<file path="config.mk">
export PLATFORM = sky130hd
export DESIGN_NAME = fetchTop
export DESIGN_NICKNAME = d
export VERILOG_FILES = /design/src/logic/fetchPkg.sv /design/src/logic/lineRam.sv /design/src/logic/cacheInvalidater.sv /design/src/logic/lineReplacer.sv /design/src/logic/redirectControl.sv /design/src/logic/fetchUnit.sv /design/src/logic/fetchTop.sv
export SDC_FILE = /design/constraint.sdc
export NUM_CORES = 2
export LEC_CHECK = 0
export ABC_AREA = 0
export BUFFER_PORTS_ARGS = -buffer_cell sky130_fd_sc_hd__buf_4
export CORE_MARGIN = 2
export CORE_UTILIZATION = 50
export DETAILED_ROUTE_END_ITERATION = 16
export PLACE_DENSITY = 0.66
export SKIP_CTS_REPAIR_TIMING = 1
export SYNTH_ARGS = -nofsm -noshare
export SYNTH_HDL_FRONTEND = slang
export SYNTH_HIERARCHICAL = 1
export SYNTH_SLANG_ARGS = --single-unit
export TNS_END_PERCENT = 100
</file>
<file path="constraint.sdc">
create_clock -name clk -period 17.1 [get_ports clk]
set_clock_uncertainty 0.05 [all_clocks]
set_input_delay 0.855 -clock clk [delete_from_list [all_inputs] [get_ports clk]]
set_output_delay 0.855 -clock clk [all_outputs]
set_load 0.01 [all_outputs]
</file>
<file path="src/logic/fetchPkg.sv">
// Shared definitions of the instruction fetch stage
// Address and instruction widths, reset pc
// Memory request and response structs
// Fetch output and redirect structs
// Fetch FSM states
package fetchPkg;

    localparam int addrWidth = 32;
    localparam int insnWidth = 32;
    localparam int insnSize = 4;
    localparam logic [addrWidth-1:0] initialPc = 32'h0000_0000;

    // Memory side always moves whole 128-bit lines
    localparam int memLineWidth = 128;
    localparam int memOffsetWidth = $clog2(memLineWidth / 8);

    typedef struct packed {
        logic readEnable;
        logic [addrWidth-memOffsetWidth-1:0] lineAddr;
    } memReq;

    typedef struct packed {
        logic grant;
        logic [memLineWidth-1:0] line;
    } memResp;

    typedef struct packed {
        logic valid;
        logic [addrWidth-1:0] pc;
        logic [insnWidth-1:0] insn;
    } fetchOut;

    typedef struct packed {
        logic valid;
        logic [addrWidth-1:0] target;
    } redirect;

    typedef enum logic [1:0] {
        stateFetch = 2'h0,
        stateInvalidate = 2'h1,
        stateRefill = 2'h2
    } fetchState;

endpackage

</file>
<file path="src/logic/lineRam.sv">
`timescale 1ns/100ps
// Single-port block RAM
// One registered read and one write per cycle, write-first
module lineRam #(
    parameter int dataWidth = 32,
    parameter int indexWidth = 4
) (
    input  logic                  clk,
    input  logic [indexWidth-1:0] index,
    input  logic                  writeEnable,
    input  logic [dataWidth-1:0]  writeValue,
    output logic [dataWidth-1:0]  readValue
);

    logic [dataWidth-1:0] mem [2**indexWidth];

    always_ff @(posedge clk) begin
        if (writeEnable) begin
            mem[index] <= writeValue;
            // New data visible on the read port in the same cycle
            readValue <= writeValue;
        end else begin
            readValue <= mem[index];
        end
    end

endmodule

</file>
<file path="src/logic/cacheInvalidater.sv">
`timescale 1ns/100ps
// Whole-cache invalidation
// Latches requests, walks every index and clears its valid bit
module cacheInvalidater #(
    parameter int indexWidth = 4
) (
    input  logic                  clk,
    input  logic                  rst,
    input  logic                  invalidate,
    input  logic                  enable,
    output logic                  arrayWriteEnable,
    output logic [indexWidth-1:0] arrayIndex,
    output logic                  waitInvalidate,
    output logic                  done
);

    logic pending;
    logic restart;
    logic lastIndex;
    logic [indexWidth-1:0] walkIndex;

    always_comb begin
        lastIndex = (walkIndex == '1);
        arrayWriteEnable = enable;
        arrayIndex = walkIndex;
        waitInvalidate = pending;
        done = enable && lastIndex;
    end

    always_ff @(posedge clk) begin
        if (rst) begin
            // Cache contents are unknown after reset
            pending <= 1'b1;
            restart <= 1'b0;
            walkIndex <= '0;
        end else begin
            if (enable) begin
                walkIndex <= walkIndex + 1'b1;
            end
            if (enable && lastIndex) begin
                pending <= restart || invalidate;
                restart <= 1'b0;
            end else begin
                if (invalidate) begin
                    pending <= 1'b1;
                end
                // Request in the middle of a walk needs a second walk
                if (invalidate && enable) begin
                    restart <= 1'b1;
                end
            end
        end
    end

endmodule

</file>
<file path="src/logic/lineReplacer.sv">
`timescale 1ns/100ps
// Cache line refill
// Requests the missing line from memory and writes
// its data, tag and valid bit into the arrays on the grant
module lineReplacer
    import fetchPkg::*;
#(
    parameter int lineWords = 4,
    parameter int indexWidth = 4
) (
    input  logic                  clk,
    input  logic                  rst,
    input  logic                  enable,
    input  logic [addrWidth-$clog2(lineWords*insnSize)-1:0] missAddr,
    output fetchPkg::memReq       memReq,
    input  fetchPkg::memResp      memResp,
    output logic                  arrayWriteEnable,
    output logic [indexWidth-1:0] arrayIndex,
    output logic [addrWidth-$clog2(lineWords*insnSize)-indexWidth-1:0] arrayWriteTag,
    output logic [lineWords*insnWidth-1:0] arrayWriteLine,
    output logic                  done
);

    localparam int offsetWidth = $clog2(lineWords * insnSize);
    localparam int lineAddrWidth = addrWidth - offsetWidth;

    logic requesting;
    logic finishing;
    logic start;
    logic [lineAddrWidth-1:0] lineAddr;

    always_comb begin
        start = enable && !requesting && !finishing;

        memReq.readEnable = requesting;
        memReq.lineAddr = lineAddr;

        // Line goes straight from the bus into the arrays
        arrayWriteEnable = requesting && memResp.grant;
        arrayIndex = lineAddr[indexWidth-1:0];
        arrayWriteTag = lineAddr[lineAddrWidth-1:indexWidth];
        arrayWriteLine = memResp.line;

        done = finishing;
    end

    always_ff @(posedge clk) begin
        if (rst) begin
            requesting <= 1'b0;
            finishing <= 1'b0;
        end else begin
            if (start) begin
                requesting <= 1'b1;
            end else if (requesting && memResp.grant) begin
                requesting <= 1'b0;
            end
            finishing <= requesting && memResp.grant;
        end
    end

    // Pc may be redirected while the refill is running
    always_ff @(posedge clk) begin
        if (start) begin
            lineAddr <= missAddr;
        end
    end

endmodule

</file>
<file path="src/logic/redirectControl.sv">
`timescale 1ns/100ps
// Redirect selection for the fetch stage
// Trap wins over flush; two-cycle hold after every flush
module redirectControl
    import fetchPkg::*;
(
    input  logic                 clk,
    input  logic                 rst,
    input  logic                 flush,
    input  logic [addrWidth-1:0] flushPc,
    input  logic                 trap,
    input  logic [addrWidth-1:0] trapPc,
    output fetchPkg::redirect    redirect,
    output logic                 hold
);

    localparam int holdCycles = 2;
    localparam int countWidth = $clog2(holdCycles + 1);

    logic [countWidth-1:0] holdCount;

    always_comb begin
        redirect.valid = trap || flush;
        redirect.target = trap ? trapPc : flushPc;
        hold = (holdCount != '0);
    end

    always_ff @(posedge clk) begin
        if (rst) begin
            holdCount <= '0;
        end else if (flush) begin
            holdCount <= countWidth'(holdCycles);
        end else if (hold) begin
            holdCount <= holdCount - 1'b1;
        end
    end

endmodule

</file>
<file path="src/logic/fetchUnit.sv">
`timescale 1ns/100ps
// Fetch unit core
// Program counter and fetch FSM
// Tag and data arrays with their port multiplexing
// Hit detection and instruction word select
module fetchUnit
    import fetchPkg::*;
#(
    parameter int lineWords = 4,
    parameter int indexWidth = 4
) (
    input  logic              clk,
    input  logic              rst,
    input  fetchPkg::redirect redirect,
    input  logic              stall,
    input  logic              hold,
    input  logic              invalidate,
    output fetchPkg::memReq   memReq,
    input  fetchPkg::memResp  memResp,
    output fetchPkg::fetchOut fetchOut
);

    localparam int lineWidth = lineWords * insnWidth;
    localparam int wordSelWidth = $clog2(lineWords);
    localparam int offsetWidth = $clog2(lineWords * insnSize);
    localparam int tagWidth = addrWidth - indexWidth - offsetWidth;

    typedef struct packed {
        logic valid;
        logic [tagWidth-1:0] tag;
    } tagEntry;

    fetchState state;
    fetchState nextState;
    logic [addrWidth-1:0] pc;
    logic [addrWidth-1:0] nextPc;
    logic readFlag;
    logic nextRead;

    logic stalled;
    logic hit;
    logic miss;
    logic [wordSelWidth-1:0] wordSel;

    tagEntry tagRead;
    tagEntry tagWrite;
    logic [indexWidth-1:0] tagIndex;
    logic tagWriteEnable;

    logic [lineWidth-1:0] dataRead;
    logic [indexWidth-1:0] dataIndex;
    logic dataWriteEnable;

    logic invEnable;
    logic invWriteEnable;
    logic [indexWidth-1:0] invIndex;
    logic waitInvalidate;
    logic invDone;

    logic repEnable;
    logic repWriteEnable;
    logic [indexWidth-1:0] repIndex;
    logic [tagWidth-1:0] repTag;
    logic [lineWidth-1:0] repLine;
    logic repDone;

    lineRam #(
        .dataWidth($bits(tagEntry)),
        .indexWidth(indexWidth)
    ) tagArray (
        .clk(clk),
        .index(tagIndex),
        .writeEnable(tagWriteEnable),
        .writeValue(tagWrite),
        .readValue(tagRead)
    );

    lineRam #(
        .dataWidth(lineWidth),
        .indexWidth(indexWidth)
    ) dataArray (
        .clk(clk),
        .index(dataIndex),
        .writeEnable(dataWriteEnable),
        .writeValue(repLine),
        .readValue(dataRead)
    );

    cacheInvalidater #(
        .indexWidth(indexWidth)
    ) invalidater (
        .clk(clk),
        .rst(rst),
        .invalidate(invalidate),
        .enable(invEnable),
        .arrayWriteEnable(invWriteEnable),
        .arrayIndex(invIndex),
        .waitInvalidate(waitInvalidate),
        .done(invDone)
    );

    lineReplacer #(
        .lineWords(lineWords),
        .indexWidth(indexWidth)
    ) replacer (
        .clk(clk),
        .rst(rst),
        .enable(repEnable),
        .missAddr(pc[addrWidth-1:offsetWidth]),
        .memReq(memReq),
        .memResp(memResp),
        .arrayWriteEnable(repWriteEnable),
        .arrayIndex(repIndex),
        .arrayWriteTag(repTag),
        .arrayWriteLine(repLine),
        .done(repDone)
    );

    always_comb begin
        stalled = stall || hold;
        hit = readFlag && tagRead.valid && (tagRead.tag == pc[addrWidth-1 -: tagWidth]);
        miss = readFlag && !hit;
        wordSel = pc[offsetWidth-1 -: wordSelWidth];

        fetchOut.valid = hit;
        fetchOut.pc = pc;
        fetchOut.insn = dataRead[wordSel*insnWidth +: insnWidth];
    end

    always_comb begin
        if (redirect.valid) begin
            nextPc = redirect.target;
        end else if (hit && !stalled) begin
            nextPc = pc + insnSize;
        end else begin
            nextPc = pc;
        end
    end

    always_comb begin
        nextState = state;
        case (state)
            stateInvalidate: begin
                if (invDone) begin
                    nextState = stateFetch;
                end
            end
            stateRefill: begin
                if (repDone) begin
                    nextState = waitInvalidate ? stateInvalidate : stateFetch;
                end
            end
            default: begin
                if (waitInvalidate) begin
                    nextState = stateInvalidate;
                end else if (miss && !redirect.valid) begin
                    // Redirected pc gets its own lookup first
                    nextState = stateRefill;
                end
            end
        endcase

        nextRead = (state == stateFetch) && (nextState == stateFetch) &&
            !stalled && !redirect.valid;

        invEnable = (state == stateInvalidate);
        repEnable = (state == stateRefill);
    end

    // Array ports belong to the lookup unless a walk or a refill owns them
    always_comb begin
        tagIndex = nextPc[offsetWidth +: indexWidth];
        tagWrite = '0;
        tagWriteEnable = 1'b0;
        dataIndex = nextPc[offsetWidth +: indexWidth];
        dataWriteEnable = 1'b0;
        case (state)
            stateInvalidate: begin
                tagIndex = invIndex;
                tagWriteEnable = invWriteEnable;
            end
            stateRefill: begin
                tagIndex = repIndex;
                tagWrite.valid = 1'b1;
                tagWrite.tag = repTag;
                tagWriteEnable = repWriteEnable;
                dataIndex = repIndex;
                dataWriteEnable = repWriteEnable;
            end
            default: begin
            end
        endcase
    end

    always_ff @(posedge clk) begin
        if (rst) begin
            state <= stateFetch;
            pc <= initialPc;
            readFlag <= 1'b0;
        end else begin
            state <= nextState;
            pc <= nextPc;
            readFlag <= nextRead;
        end
    end

endmodule

</file>
<file path="src/logic/fetchTop.sv">
`timescale 1ns/100ps
// Instruction fetch stage top level
// Redirect control and fetch unit
module fetchTop
    import fetchPkg::*;
#(
    parameter int lineWords = 4,
    parameter int indexWidth = 4
) (
    input  logic                 clk,
    input  logic                 rst,
    input  logic                 flush,
    input  logic [addrWidth-1:0] flushPc,
    input  logic                 trap,
    input  logic [addrWidth-1:0] trapPc,
    input  logic                 stall,
    input  logic                 invalidate,
    input  fetchPkg::memResp     memResp,
    output fetchPkg::memReq      memReq,
    output fetchPkg::fetchOut    fetchOut
);

    fetchPkg::redirect fetchRedirect;
    logic hold;

    redirectControl redirectCtrl (
        .clk(clk),
        .rst(rst),
        .flush(flush),
        .flushPc(flushPc),
        .trap(trap),
        .trapPc(trapPc),
        .redirect(fetchRedirect),
        .hold(hold)
    );

    fetchUnit #(
        .lineWords(lineWords),
        .indexWidth(indexWidth)
    ) fetch (
        .clk(clk),
        .rst(rst),
        .redirect(fetchRedirect),
        .stall(stall),
        .hold(hold),
        .invalidate(invalidate),
        .memReq(memReq),
        .memResp(memResp),
        .fetchOut(fetchOut)
    );

endmodule

</file>
* Word-level counts from Yosys, hierarchy flattened
Memory sizes are Yosys's and may differ from the RTL's. A register that Yosys moved wholly into a read port is not among the register bits. Cells that the tools add are included. Widths: inputs -> output; s select.
Word-level totals: register bits 73, memory bits (writable) 2448, memories kept 2
Memories:
- fetch.dataArray.mem | words 16, width 128, rd ports 1, clocked after memory_dff 1, wr ports 1, line lineRam.sv:15 | logic [dataWidth-1:0] mem [2**indexWidth];
- fetch.tagArray.mem | words 16, width 25, rd ports 1, clocked after memory_dff 1, wr ports 1, line lineRam.sv:15
Operators by class: add/subtract/negate cells 3, eq/ne operators 4, shift operators 1, mux-type cells 24, reduce and logical (&&, ||, !) cells 30
Operators by type and width (number):
- $shiftx 128x8->32 | 1
- $mux 32 | 3
- $add 32x3->32 const B | 1
- $mux 25 | 1
- $eq 24x24->1 | 1
- $logic_and 1x1->1 | 13
- $mux 2 | 6
- $mux 1 | 10
- $reduce_bool 2->1 | 5
- $pmux 4 s2 | 1
- $logic_not 1->1 | 5
- $add 4x1->4 const B | 1
- $eq 4x4->1 const B | 1
- $logic_not 2->1 | 2
- $mux 4 | 1
- $pmux 2 s2 | 1
- $reduce_or 2->1 | 2
- $logic_or 1x1->1 | 3
- $eq 2x1->1 const B | 1
- $eq 2x2->1 const B | 1
- $pmux 1 s2 | 1
- $sub 2x1->2 const B | 1

* Longest topological paths before layout
depth after elaboration 12, mapped depth 14, gate-level depth less buffers 11

* Hierarchy
The synthesis kept the hierarchy.
By module, submodules not included:
- lineRam (fetch.dataArray) | instances 1, cells an instance 3241, area each 76848.7 µm²
- lineRam (fetch.tagArray) | instances 1, cells an instance 639, area each 15130.8 µm²
- fetchUnit | instances 1, cells an instance 419, area each 3613.5 µm²
- lineReplacer | instances 1, cells an instance 192, area each 2102.0 µm²
- redirectControl | instances 1, cells an instance 43, area each 610.6 µm²
- cacheInvalidater | instances 1, cells an instance 27, area each 297.8 µm²

* Least setup slack after synthesis
Ideal clock, no wire load.
path type reg2reg, start register (tool-made name), end memory fetch/dataArray/mem[0][0] (netlist bit), enable pin, setup time 0.772 ns, data arrival time 11.935 ns, data required time 16.278 ns, path slack 4.343 ns, stages on the path, launching flop included 14, path buffers 2, period minus slack after synthesis 12.757 ns, cells stage by stage dfxtp_1 buf_4 buf_4 mux4_2 a22oi_1 nand2_1 xor2_1 nor4_2 nand3_2 nor4_1 xnor2_1 o21ai_0 or3b_2 nor3_1
RTL lines (line):
- to (decl) | lineRam.sv:15

==> impl_metrics.tcl <==
set metrics [dict create \
    outcome "finished, final reports clean" \
    syn-mean-instance-area_um2 21.6 \
    power.share.sequential_pct 51.1 \
    drt_pre_antenna_iters 5 \
    insertion_delay_ns 0.92 \
    drc 0 \
    finalSetupViolations 0 \
    share_comb_of_total_power_pct 7.6 \
    first_global_vias 48000 \
    share_clk_of_total_power_pct 41.2 \
    post_synth_num_cell_types 78 \
    vias_per_cell 6.22 \
    detail_route.wirelength_mm 241 \
    cts_buffers 274 \
    total_nets_after_synthesis 4765 \
    htree_num_levels 5 \
    hold_path.class "in -> reg" \
    power.internal_uw 10400 \
    power.static_leakage_uw 0.0363 \
    total_of_buffers_placed_on_input_and_output_ports 292 \
    grt_antenna_before_repair 44 \
    finalNonFillerCells 7670 \
    worstSetupStartpointType "flip-flop" \
    grt_pass1_wl_mm 345 \
    post-synth-top-area-fraction_pct 75.4 \
    fill_cells 14400 \
    postSynthCellCount 4561 \
    switching_share_of_power_pct 21.9 \
    max_cap_violations 0 \
    first_iter_violations 5361 \
    total_switching_power_uw 2920 \
    async_set_reset_flop_share_out_of_synthesis_pct 0 \
    synth.largest_area_cell "sky130_fd_sc_hd__edfxtp_1" \
    place_congestion 0.776 \
    power_density_nw_per_um2 120 \
    endpoints_failing_hold 0 \
    fin_crit_ns 9.10 \
    cts_buffer_depth 4 \
    floorplan.initialDensity_pct 50.2 \
    post_route_cells_drive_above_1_share_pct 29.3 \
    vias 47700 \
    synth_area_um2 98600 \
    rsz0062_at_grt "false" \
    detail-route-antenna-nets 0 \
    grt_usage_pct 24.1 \
    globalRoute.totalOverflow 0 \
    pin_count_of_the_biggest_net_entering_global_routing 126 \
    post_layout_total_power_uw 13400 \
    ys_warn_count 6 \
    worstSetupEndpointType "flip-flop" \
    synth.yosys.seq_area_share_pct 76.5 \
    area_growth_pct 12.6 \
    min_period_over_period_pct 53.2 \
    synth-edff-count 2476 \
    yosys_register_bits 2529 \
    dpl.cell_count 7205 \
    dp_hpwl_mm 136 \
    crit_path_arrival_time_ns 9.57 \
    routed_wire_length_per_instance_um 31.4 \
    tritoncts "yes" \
    required_worst_endpoint_ns 17.57 \
    max-slew-margin-rel_pct 12.4 \
    vdd_ir_drop_max_v 0.0000948 \
    ys.flop_type "sky130_fd_sc_hd__edfxtp_1" \
    die_area_um2 201000 \
    design.core.area_um2 197000 \
    floorplan.die.height_um 448 \
    path_max_fanout 46 \
    final_net_count 5045 \
    tns_ns 0 \
    timing.final.max_slew_violations 0 \
    clkTransAtPathRegs_ns 0.06 \
    fmax_mhz 110 \
    io_pins 293 \
    setup.worst_path.class "reg -> reg" \
    cts_root_buf "sky130_fd_sc_hd__clkbuf_16" \
    rows 163 \
    cts_num_sinks 2529 \
    worstMarginPinSlew_ns 1.31 \
    dieWidth_um 448 \
    synthTopCellsByArea "sky130_fd_sc_hd__edfxtp_1 75%, sky130_fd_sc_hd__mux4_2 14%, sky130_fd_sc_hd__a22oi_1 2.1%" \
]
routing by layer:
layer / track usage, % / wire length (µm) / part of all wire (%)
met1: 32.6 / 93100 / 39
met2: 40.3 / 122000 / 51
met3: 3.71 / 17200 / 7.1
met4: 8.02 / 8100 / 3.4
met5: 0 / 112 / 0.046
power groups by stage:
stage	clock network, µW	logic [µW]	registers [µW]
after floorplan	0	685	6930
after global placement	0	1020	6970
after detailed placement	0	1030	6970
after CTS	5590	1030	6830
after global routing	5820	1080	6830
final	5510	1020	6830
Yosys cell counts, types with 13 or more instances:
cell and count:
sky130_fd_sc_hd__dfxtp_1 53, sky130_fd_sc_hd__nand3_1 21, sky130_fd_sc_hd__inv_1 19, sky130_fd_sc_hd__a22oi_1 278, sky130_fd_sc_hd__and2_1 29, sky130_fd_sc_hd__mux2i_1 92
sky130_fd_sc_hd__buf_4 174, sky130_fd_sc_hd__nor2_1 65, sky130_fd_sc_hd__buf_6 22, sky130_fd_sc_hd__xor2_1 17, sky130_fd_sc_hd__buf_2 53, sky130_fd_sc_hd__o211ai_1 21
sky130_fd_sc_hd__nor2b_1 23, sky130_fd_sc_hd__nor3_1 19, sky130_fd_sc_hd__clkbuf_1 132, sky130_fd_sc_hd__a211oi_1 26, sky130_fd_sc_hd__o22ai_1 19, sky130_fd_sc_hd__nand4_1 13
sky130_fd_sc_hd__mux2_4 30, sky130_fd_sc_hd__edfxtp_1 2476, sky130_fd_sc_hd__o21ai_0 15, sky130_fd_sc_hd__mux4_2 608, sky130_fd_sc_hd__nand2_1 164, sky130_fd_sc_hd__a21oi_1 31
sky130_fd_sc_hd__buf_1 18
final timing paths:
kind / slack (ns) / to / cells after the start / startpoint
setup reg to reg: 8.00 / fetch/dataArray/mem[2][10]$_DFFE_PP_ / 16 / flip-flop
hold reg to reg: 0.39 / redirectCtrl/holdCount[0]$_SDFFE_PP0P_ / 1 / redirectCtrl/holdCount[0]$_SDFFE_PP0P_
hold / removal: 0.11 / redirectCtrl/holdCount[0]$_SDFFE_PP0P_ / 2 / flush
setup / recovery: 8.00 / fetch/dataArray/mem[2][10]$_DFFE_PP_ / 16 / flip-flop
critical path: stages, from the launching register on:
cell	delay (ns)
sky130_fd_sc_hd__dfxtp_4	0.79
sky130_fd_sc_hd__buf_4	0.69
sky130_fd_sc_hd__buf_4	0.68
sky130_fd_sc_hd__mux4_2	0.58
sky130_fd_sc_hd__a22oi_1	0.23
sky130_fd_sc_hd__nand2_1	0.11
sky130_fd_sc_hd__xor2_1	0.16
sky130_fd_sc_hd__nor4_2	0.50
sky130_fd_sc_hd__nand4_1	0.42
sky130_fd_sc_hd__nor4b_1	0.44
sky130_fd_sc_hd__xnor2_1	0.17
sky130_fd_sc_hd__o21ai_0	0.82
sky130_fd_sc_hd__nand2b_1	0.46
sky130_fd_sc_hd__nor2_4	0.23
sky130_fd_sc_hd__buf_4	0.65
sky130_fd_sc_hd__buf_4	0.80
sky130_fd_sc_hd__buf_4	0.79
cell usage in the layout (no fill, tap or decap), types with 31 or more instances in the layout:
cell,n
sky130_fd_sc_hd__mux2i_1,92
sky130_fd_sc_hd__clkbuf_1,57
sky130_fd_sc_hd__nor2_1,38
sky130_fd_sc_hd__clkinv_1,52
sky130_fd_sc_hd__nand2_1,164
sky130_fd_sc_hd__a22oi_1,278
sky130_fd_sc_hd__buf_4,406
sky130_fd_sc_hd__a21oi_1,31
sky130_fd_sc_hd__mux4_2,608
sky130_fd_sc_hd__clkinv_2,36
sky130_fd_sc_hd__dfxtp_1,45
sky130_fd_sc_hd__clkbuf_16,281
sky130_fd_sc_hd__edfxtp_1,2476
cell type report:
cell class | instances | area, µm² | share of cell area (%)
multi-input combinational | 1604 | 20800 | 18.8
tap | 2640 | 3300 | 2.97
antenna | 10 | 25.0 | 0.0225
timing repair buffer | 412 | 3170 | 2.85
clock inverter | 116 | 936 | 0.843
sequential | 2529 | 75400 | 67.9
clock buffer | 339 | 7260 | 6.54
inverter | 20 | 75.1 | 0.0676
kinds of logic after synthesis:
group           Yosys count  share of synthesized area (%)
compound gates          432                           3.21
xor+xnor                 26                          0.231
fa+ha+maj                 5                         0.0634
buf+inv                 428                           2.62
flops                  2529                           76.5
mux                     733                           15.3
simple gates            408                           2.08
registers in the layout, summed over array words and instances, names as in the netlist, 2 cells and up, named ones only:
name                          count
fetch/invalidater/arrayIndex      4
fetch/dataArray/mem            2048
fetch/pc                         32
fetch/state                       2
fetch/tagArray/mem              400
redirectCtrl/holdCount            2
fetch/replacer/lineAddr          28
through the flow:
step                instance area [µm²]  utilization, %  setup WS (ns)  hold WS [ns]
CTS                              111000            56.5           7.74        0.0495
global route                     111000            56.5           7.31        0.0815
detailed placement               103000            52.3           7.79         0.378
finish                           111000            56.5           8.00         0.105
global placement                 103000            52.3           7.91         0.370
floorplan                         98600               -           4.34         0.361
Power figures use the tool's default switching activity.
